**config.mk**
```make
export PLATFORM = sky130hd
export DESIGN_NAME = rom_load_top
export DESIGN_NICKNAME = d
export VERILOG_FILES = /design/src/hdl/rom_load_pkg.sv /design/src/hdl/dwnld_decode.sv /design/src/hdl/gfx_swizzle.sv /design/src/hdl/sdram_prog_port.sv /design/src/hdl/rom_load_top.sv
export SDC_FILE = /design/constraint.sdc
export NUM_CORES = 1
export LEC_CHECK = 0
export BUFFER_PORTS_ARGS = -buffer_cell sky130_fd_sc_hd__clkbuf_2
export CORE_MARGIN = 5
export CORE_UTILIZATION = 53
export DETAILED_ROUTE_END_ITERATION = 6
export PLACE_DENSITY = 0.84
export SYNTH_ARGS = -nofsm -noshare
export SYNTH_HDL_FRONTEND = slang
export SYNTH_SLANG_ARGS = --single-unit
```
**constraint.sdc**
```tcl
create_clock -name clk -period 3.75 [get_ports clk]
set_input_delay 0.75 -clock clk [delete_from_list [all_inputs] [get_ports clk]]
set_output_delay 0.75 -clock clk [all_outputs]
set_load 0.02 [all_outputs]
```
**src/hdl/rom_load_pkg.sv**
```systemverilog
`default_nettype none

package rom_load_pkg;

    // Host side byte address, as sent with ioctl_wr
    localparam int IOCTL_AW = 25;

    // SDRAM side address, counted in 16-bit halfwords
    localparam int PROG_AW = 22;

    // Region code width
    localparam int REGION_W = 2;

    // Main code, sound code and PCM samples, stored as they come
    localparam logic [REGION_W-1:0] REG_LINEAR = 2'd0;

    // Scroll tiles, low address bits reordered for the tile fetcher
    localparam logic [REGION_W-1:0] REG_SCR = 2'd1;

    // Object tiles, reordered with a wider rule than scroll
    localparam logic [REGION_W-1:0] REG_OBJ = 2'd2;

    // Colour PROMs, these never reach the SDRAM
    localparam logic [REGION_W-1:0] REG_PROM = 2'd3;

endpackage

`default_nettype wire

```
**src/hdl/dwnld_decode.sv**
```systemverilog
`timescale 1ns/1ps
`default_nettype none

module dwnld_decode #(
    parameter logic [rom_load_pkg::IOCTL_AW-1:0] SCR_START  = 25'h01_0000,
    parameter logic [rom_load_pkg::IOCTL_AW-1:0] OBJ_START  = 25'h02_0000,
    parameter logic [rom_load_pkg::IOCTL_AW-1:0] PCM_START  = 25'h03_0000,
    parameter logic [rom_load_pkg::IOCTL_AW-1:0] PROM_START = 25'h04_0000
) (
    input  logic                                clk,
    input  logic                                rst_n,
    input  logic                                downloading,
    input  logic [rom_load_pkg::IOCTL_AW-1:0]   ioctl_addr,
    input  logic [7:0]                          ioctl_dout,
    input  logic                                ioctl_wr,
    output logic                                dec_valid,
    output logic [rom_load_pkg::REGION_W-1:0]   dec_region,
    output logic [rom_load_pkg::PROG_AW-1:0]    dec_addr,
    output logic                                dec_lane,
    output logic [7:0]                          dec_data,
    output logic                                is_alt
);
    import rom_load_pkg::*;

    // Second PROM byte tells the board variant apart
    localparam logic [IOCTL_AW-1:0] ALT_ADDR = PROM_START + 1'b1;

    logic                   host_wr;
    logic                   in_prom;
    logic                   in_scr;
    logic                   in_obj;
    logic [IOCTL_AW-1:0]    prom_off;
    logic [REGION_W-1:0]    next_region;
    logic [PROG_AW-1:0]     next_addr;

    // Strobes outside a download are ignored
    assign host_wr = ioctl_wr && downloading;

    assign in_prom = ioctl_addr >= PROM_START;
    assign in_scr  = (ioctl_addr >= SCR_START) && (ioctl_addr < OBJ_START);
    assign in_obj  = (ioctl_addr >= OBJ_START) && (ioctl_addr < PCM_START);

    assign prom_off = ioctl_addr - PROM_START;

    always_comb begin
        if (in_prom) begin
            next_region = REG_PROM;
        end else if (in_scr) begin
            next_region = REG_SCR;
        end else if (in_obj) begin
            next_region = REG_OBJ;
        end else begin
            next_region = REG_LINEAR;
        end
    end

    // PROMs are byte wide, so they keep the byte offset
    always_comb begin
        if (in_prom) begin
            next_addr = prom_off[PROG_AW-1:0];
        end else begin
            next_addr = ioctl_addr[PROG_AW:1];
        end
    end

    // Pipeline valid
    always_ff @(posedge clk or negedge rst_n) begin
        if (!rst_n) begin
            dec_valid <= 1'b0;
        end else begin
            dec_valid <= host_wr;
        end
    end

    // Payload only moves with a host write
    always_ff @(posedge clk) begin
        if (host_wr) begin
            dec_region <= next_region;
            dec_addr   <= next_addr;
            dec_lane   <= ioctl_addr[0];
            dec_data   <= ioctl_dout;
        end
    end

    // All ones at the second PROM byte selects the alternate board
    always_ff @(posedge clk or negedge rst_n) begin
        if (!rst_n) begin
            is_alt <= 1'b0;
        end else if (host_wr && (ioctl_addr == ALT_ADDR)) begin
            is_alt <= &ioctl_dout;
        end
    end

endmodule

`default_nettype wire

```
**src/hdl/gfx_swizzle.sv**
```systemverilog
`timescale 1ns/1ps
`default_nettype none

module gfx_swizzle (
    input  logic                                clk,
    input  logic                                rst_n,
    input  logic                                dec_valid,
    input  logic [rom_load_pkg::REGION_W-1:0]   dec_region,
    input  logic [rom_load_pkg::PROG_AW-1:0]    dec_addr,
    input  logic                                dec_lane,
    input  logic [7:0]                          dec_data,
    output logic                                swz_valid,
    output logic [rom_load_pkg::REGION_W-1:0]   swz_region,
    output logic [rom_load_pkg::PROG_AW-1:0]    swz_addr,
    output logic                                swz_lane,
    output logic [7:0]                          swz_data
);
    import rom_load_pkg::*;

    logic [PROG_AW-1:0] perm_addr;

    // Tile rows end up next to each other in memory, so the video side
    // can read a whole tile line with one linear burst
    always_comb begin
        perm_addr = dec_addr;
        case (dec_region)
            REG_SCR: begin
                perm_addr[3:0] = {dec_addr[2:0], ~dec_addr[3]};
            end
            REG_OBJ: begin
                // Objects are twice as wide, two bits move instead of one
                perm_addr[4:0] = {dec_addr[2:0], ~dec_addr[4], ~dec_addr[3]};
            end
            default: begin
                perm_addr = dec_addr;
            end
        endcase
    end

    always_ff @(posedge clk or negedge rst_n) begin
        if (!rst_n) begin
            swz_valid <= 1'b0;
        end else begin
            swz_valid <= dec_valid;
        end
    end

    always_ff @(posedge clk) begin
        if (dec_valid) begin
            swz_region <= dec_region;
            swz_addr   <= perm_addr;
            swz_lane   <= dec_lane;
            swz_data   <= dec_data;
        end
    end

endmodule

`default_nettype wire

```
**src/hdl/sdram_prog_port.sv**
```systemverilog
`timescale 1ns/1ps
`default_nettype none

module sdram_prog_port (
    input  logic                                clk,
    input  logic                                rst_n,
    input  logic                                downloading,
    input  logic                                swz_valid,
    input  logic [rom_load_pkg::REGION_W-1:0]   swz_region,
    input  logic [rom_load_pkg::PROG_AW-1:0]    swz_addr,
    input  logic                                swz_lane,
    input  logic [7:0]                          swz_data,
    input  logic                                sdram_ack,
    output logic [rom_load_pkg::PROG_AW-1:0]    prog_addr,
    output logic [7:0]                          prog_data,
    output logic [1:0]                          prog_mask,
    output logic                                prog_we,
    output logic                                prom_we,
    output logic                                port_busy,
    output logic                                dwnld_ovf
);
    import rom_load_pkg::*;

    logic                   skid_valid;
    logic                   skid_prom;
    logic                   skid_lane;
    logic [PROG_AW-1:0]     skid_addr;
    logic [7:0]             skid_data;

    logic                   in_prom;
    logic                   out_free;
    logic                   take_skid;
    logic                   take_in;
    logic                   load_out;
    logic                   push_skid;
    logic                   drop;

    logic                   sel_prom;
    logic                   sel_lane;
    logic [PROG_AW-1:0]     sel_addr;
    logic [7:0]             sel_data;

    logic                   dl_q;

    assign in_prom = swz_region == REG_PROM;

    // Output can take an item next cycle once the pending write is acked
    assign out_free = !prog_we || sdram_ack;

    // Skid always goes first so the write order is kept
    assign take_skid = skid_valid && out_free;
    assign take_in   = swz_valid && out_free && !skid_valid;
    assign load_out  = take_skid || take_in;
    assign push_skid = swz_valid && !take_in && (!skid_valid || take_skid);
    assign drop      = swz_valid && skid_valid && !take_skid;

    assign sel_prom = skid_valid ? skid_prom : in_prom;
    assign sel_lane = skid_valid ? skid_lane : swz_lane;
    assign sel_addr = skid_valid ? skid_addr : swz_addr;
    assign sel_data = skid_valid ? skid_data : swz_data;

    always_ff @(posedge clk or negedge rst_n) begin
        if (!rst_n) begin
            skid_valid <= 1'b0;
        end else if (push_skid) begin
            skid_valid <= 1'b1;
        end else if (take_skid) begin
            skid_valid <= 1'b0;
        end
    end

    always_ff @(posedge clk) begin
        if (push_skid) begin
            skid_prom <= in_prom;
            skid_lane <= swz_lane;
            skid_addr <= swz_addr;
            skid_data <= swz_data;
        end
    end

    // prog_we holds until acked, prom_we is a single pulse
    always_ff @(posedge clk or negedge rst_n) begin
        if (!rst_n) begin
            prog_we <= 1'b0;
            prom_we <= 1'b0;
        end else if (load_out) begin
            prog_we <= !sel_prom;
            prom_we <= sel_prom;
        end else begin
            prom_we <= 1'b0;
            if (sdram_ack) begin
                prog_we <= 1'b0;
            end
        end
    end

    // Byte swap: even byte in the upper lane, mask is active low
    always_ff @(posedge clk) begin
        if (load_out) begin
            prog_addr <= sel_addr;
            prog_data <= sel_data;
            prog_mask <= {sel_lane, ~sel_lane};
        end
    end

    // Sticky overflow, a fresh download starts clean
    always_ff @(posedge clk or negedge rst_n) begin
        if (!rst_n) begin
            dl_q      <= 1'b0;
            dwnld_ovf <= 1'b0;
        end else begin
            dl_q <= downloading;
            if (downloading && !dl_q) begin
                dwnld_ovf <= 1'b0;
            end else if (drop) begin
                dwnld_ovf <= 1'b1;
            end
        end
    end

    assign port_busy = prog_we || prom_we || skid_valid;

endmodule

`default_nettype wire

```
**src/hdl/rom_load_top.sv**
```systemverilog
`timescale 1ns/1ps
`default_nettype none

module rom_load_top #(
    parameter logic [rom_load_pkg::IOCTL_AW-1:0] SCR_START  = 25'h01_0000,
    parameter logic [rom_load_pkg::IOCTL_AW-1:0] OBJ_START  = 25'h02_0000,
    parameter logic [rom_load_pkg::IOCTL_AW-1:0] PCM_START  = 25'h03_0000,
    parameter logic [rom_load_pkg::IOCTL_AW-1:0] PROM_START = 25'h04_0000
) (
    input  logic                                clk,
    input  logic                                rst_n,
    input  logic                                downloading,
    input  logic [rom_load_pkg::IOCTL_AW-1:0]   ioctl_addr,
    input  logic [7:0]                          ioctl_dout,
    input  logic                                ioctl_wr,
    input  logic                                sdram_ack,
    output logic [rom_load_pkg::PROG_AW-1:0]    prog_addr,
    output logic [7:0]                          prog_data,
    output logic [1:0]                          prog_mask,
    output logic                                prog_we,
    output logic                                prom_we,
    output logic                                is_alt,
    output logic                                dwnld_busy,
    output logic                                dwnld_ovf
);
    import rom_load_pkg::*;

    logic                   dec_valid;
    logic [REGION_W-1:0]    dec_region;
    logic [PROG_AW-1:0]     dec_addr;
    logic                   dec_lane;
    logic [7:0]             dec_data;

    logic                   swz_valid;
    logic [REGION_W-1:0]    swz_region;
    logic [PROG_AW-1:0]     swz_addr;
    logic                   swz_lane;
    logic [7:0]             swz_data;

    logic                   port_busy;

    dwnld_decode #(
        .SCR_START  (SCR_START),
        .OBJ_START  (OBJ_START),
        .PCM_START  (PCM_START),
        .PROM_START (PROM_START)
    ) u_decode (
        .clk         (clk),
        .rst_n       (rst_n),
        .downloading (downloading),
        .ioctl_addr  (ioctl_addr),
        .ioctl_dout  (ioctl_dout),
        .ioctl_wr    (ioctl_wr),
        .dec_valid   (dec_valid),
        .dec_region  (dec_region),
        .dec_addr    (dec_addr),
        .dec_lane    (dec_lane),
        .dec_data    (dec_data),
        .is_alt      (is_alt)
    );

    gfx_swizzle u_swizzle (
        .clk        (clk),
        .rst_n      (rst_n),
        .dec_valid  (dec_valid),
        .dec_region (dec_region),
        .dec_addr   (dec_addr),
        .dec_lane   (dec_lane),
        .dec_data   (dec_data),
        .swz_valid  (swz_valid),
        .swz_region (swz_region),
        .swz_addr   (swz_addr),
        .swz_lane   (swz_lane),
        .swz_data   (swz_data)
    );

    sdram_prog_port u_port (
        .clk         (clk),
        .rst_n       (rst_n),
        .downloading (downloading),
        .swz_valid   (swz_valid),
        .swz_region  (swz_region),
        .swz_addr    (swz_addr),
        .swz_lane    (swz_lane),
        .swz_data    (swz_data),
        .sdram_ack   (sdram_ack),
        .prog_addr   (prog_addr),
        .prog_data   (prog_data),
        .prog_mask   (prog_mask),
        .prog_we     (prog_we),
        .prom_we     (prom_we),
        .port_busy   (port_busy),
        .dwnld_ovf   (dwnld_ovf)
    );

    // Busy until the last byte has left every stage
    assign dwnld_busy = downloading || dec_valid || swz_valid || port_busy;

endmodule

`default_nettype wire

```
==> results by group <==
Pwr
  • Leak: 2.35 nW
  • Register share of total power: 50.5%
  • P_sw: 0.764 mW
  • Sw frac: a little over a fifth
  • Peak VDD IR: between 0.3 and 0.4 mV
  • Pwr/cell area: a little under 600 nW/µm²
  • Clock power frac: a little over two fifths
  • Gate power share: under 10%
  • Cell internal pwr: around 2.9 mW

Critical path
  • Crit path capture: dwnld_busy
  • CP Capture Type: primary output
  • Slowest CP cell: buf_4
  • RR Startpoint: u_port.skid_valid
  • WP data arrival: between 1500 and 2000 ps
  • Worst path cell trace: buf_4 > nor2_1 > nand2_1 > clkbuf_2
  • Critical path startpoint: u_port.skid_valid
  • Crit-path leading delay family: buffers and inverters
  • R2R depth: 4
  • Worst path depth: 4
  • Worst Path Max Fanout: 39
  • WP data required: 3000 ps
  • Setup crit start kind: flop
  • WP buf/inv: 2
  • Worst setup path category: reg2out
  • Worst flop-to-flop path endpoint: u_port.prog_addr[13]
  • CP max stage delay: between 400 and 500 ps
  • Reg2Reg Setup Slack: approximately 1400 ps

Place
  • # port buffers: between 70 and 80
  • DP Worst Slack: 1330 ps
  • Hpwl dp: 5.73 mm
  • Post-DP Area: between 5000 and 6000 µm²
  • Placed insts: around 500
  • GPL Wtd Cong: about 0.84

CTS
  • H-tree levels: 4
  • Latest clock arrival within the worst-skew pair: roughly 520 ps
  • TritonCTS clock tree: done
  • Sink Count: approximately 140
  • Post CTS Setup Buffer Count: 0
  • Clock transition at path regs: 60 ps
  • Clock Tree Buf Depth: 2
  • Resize count post-CTS: 0
  • Cts hold-fix bufs: 0
  • Num CTS Buffers: 17
  • Root buf cell: clkbuf_8

Synth
  • EDFF count, synth: 130
  • Mapped Cells: about 300
  • Synth Flop Type: edfxtp_1
  • Synth cell types: 29
  • YS warnings: 0
  • Commonest cells post-synth: 130 x edfxtp_1, 56 x nand2_1, 31 x mux2_2
  • Yosys reg bits: 138
  • Mapped Nets: ~340
  • Count leader, synth: edfxtp_1
  • Async SR Flop Fraction: 5.80%
  • Top area cells in the synthesized netlist: edfxtp_1 76%, mux2_2 6.8%, nand2_1 4.1%
  • Post-Syn Area: approximately 5000 µm²
  • Area share of the leading cell type in the synthesized netlist: about 76%
  • Sequential fraction of the synthesis area: between 80% and 90%
  • Post-Syn Area per Cell: 17.2 µm²
  • Cell taking the most area after synthesis: edfxtp_1

Worst hold path
  • Hold crit path type: in2async

Timing
  • Worst rel slew slack: between 40% and 50%
  • Final worst slack: about 1300 ps
  • Clock Skew: 9.05 ps
  • Final Critical Period: 2480 ps
  • Final worst-path cycle share: 66.1%
  • RSZ-0062 raised after global routing: false
  • FMAX: around 400 MHz
  • Final setup viols: 0
  • Pins Over Slew Limit: 0
  • Worst Max-Slew Pin Slew: ~830 ps
  • Final Hold Viols: 0
  • Setup TNS: 0 ps

Floorplan
  • Core Area: between 9000 and 10000 µm²
  • Die area: ~12000 µm²
  • Num ports: 75
  • Initial Utilization: between 50 and 60%
  • Die Y: around 110 µm
  • Die W: 108 µm
  • Site Rows: 35

Detailed routing
  • Antenna Violating Nets Remaining: 0
  • First drt pass iteration count: 4
  • Drt wl/cell: about 17 µm
  • DR iter-0 viols: ~170
  • DR vias/cell: about 5
  • DRC viols: 0
  • Total Wirelength: between 8 and 9 mm
  • Vias: between 2000 and 3000

Finish
  • Fin nets: 430
  • Post-Layout Cell Count: 529
  • Design area: a little over 6000 µm²
  • Post-Route Utilization: about 67%
  • Layout cells sized above 1: about a third
  • Fill cells: around 630
  • Diode count: 0
  • Area Growth Syn to Fin: 21.8%

Global route
  • GRT Resource Usage Total: ~17%
  • Vias in the first global route: 2799
  • Largest net degree at the start of global routing: 40
  • First-pass GRT wire length: about 14 mm
  • Grt total ovfl: 0
  • Initial antenna violation count: 0

Run status
  • Status: finished, final reports clean

Flow run
  • Max_cap viols: 0
## metrics by stage
| step | total power, mW | hold slack [ps] |
|---|---|---|
| after global routing | 3.80 | 81.3 |
| after CTS | 3.69 | 77.1 |
| after detailed placement | 2.11 | 405 |
| after global placement | 2.09 | 401 |
| final | 3.66 | 96.1 |
| after floorplan | 2.00 | 400 |
## routing by layer
layer / vias to the layer above / part of all wire, % / track usage (%) / routed length [µm]
li1: 1294 / - / - / -
met3: 22 / 5.7 / 5.37 / 509
met2: 93 / 49 / 26.6 / 4390
met1: 1295 / 43 / 20.7 / 3790
met5: - / 0 / 0 / 0
met4: 0 / 2.6 / 8.39 / 228
## how the worst min path moves through the flow
stage	from	to	slack, ps	cells after the start
floorplan	u_decode.dec_addr[10]	u_swizzle.swz_addr[10]	400	0
global placement	u_decode.dec_data[2]	u_swizzle.swz_data[2]	400	0
detailed placement	u_decode.dec_addr[7]	u_swizzle.swz_addr[7]	400	0
CTS	rst_n	u_decode.is_alt	80	1
global route	rst_n	u_decode.is_alt	80	1
finish	rst_n	u_decode.is_alt	100	1
## power groups by stage
stage / clock (mW) / sequential, mW / combinational [mW]
6_report: 1.58 / 1.85 / 0.232
4_1_cts: 1.61 / 1.85 / 0.234
3_3_place_gp: 0 / 1.87 / 0.222
5_1_grt: 1.70 / 1.85 / 0.252
2_1_floorplan: 0 / 1.91 / 0.0968
3_5_place_dp: 0 / 1.88 / 0.229
## final cells by class
cell class	instances	area [µm²]	share of cell area [%]
Sequential cell	138	4100	66.0
Clock buffer	19	422	6.78
Timing Repair Buffer	79	408	6.56
Clock inverter	13	153	2.45
Inverter	9	33.8	0.543
Multi-Input combinational cell	142	938	15.1
Tap cell	129	161	2.60
## state kept, by name, indices dropped and copies added, names as in the netlist, 2 cells and up
| name | cells |
|---|---|
| u_decode.dec_region | 2 |
| u_port.prog_mask | 2 |
| u_swizzle.swz_addr | 22 |
| u_port.skid_addr | 22 |
| u_decode.dec_data | 8 |
| u_port.prog_data | 8 |
| u_port.skid_data | 8 |
| u_decode.dec_addr | 22 |
| u_swizzle.swz_region | 2 |
| u_swizzle.swz_data | 8 |
| u_port.prog_addr | 22 |
## layout by cell type (no fill, tap or decap), drive strengths merged, types with 2 or more instances in the layout
cell    count
buf         5
nand2      56
nand4       3
and2        4
clkbuf     93
nor4        5
dfrtp       8
mux2       31
a22oi       3
edfxtp    130
inv         9
bufinv      3
nor2        8
clkinv      9
nor4b       2
ha          5
nor3        2
a21oi       4
o21ai       8
## cells by family after synthesis
kind of cell / Yosys count / share of synthesized area (%)
simple gates: 84 / 7.50
compound gates: 18 / 2.03
xor+xnor: 2 / 0.343
mux: 32 / 7.03
buf+inv: 16 / 1.27
flops: 138 / 80.4
fa+ha+maj: 6 / 1.42
No activity file was read; power rests on OpenSTA's default activity.
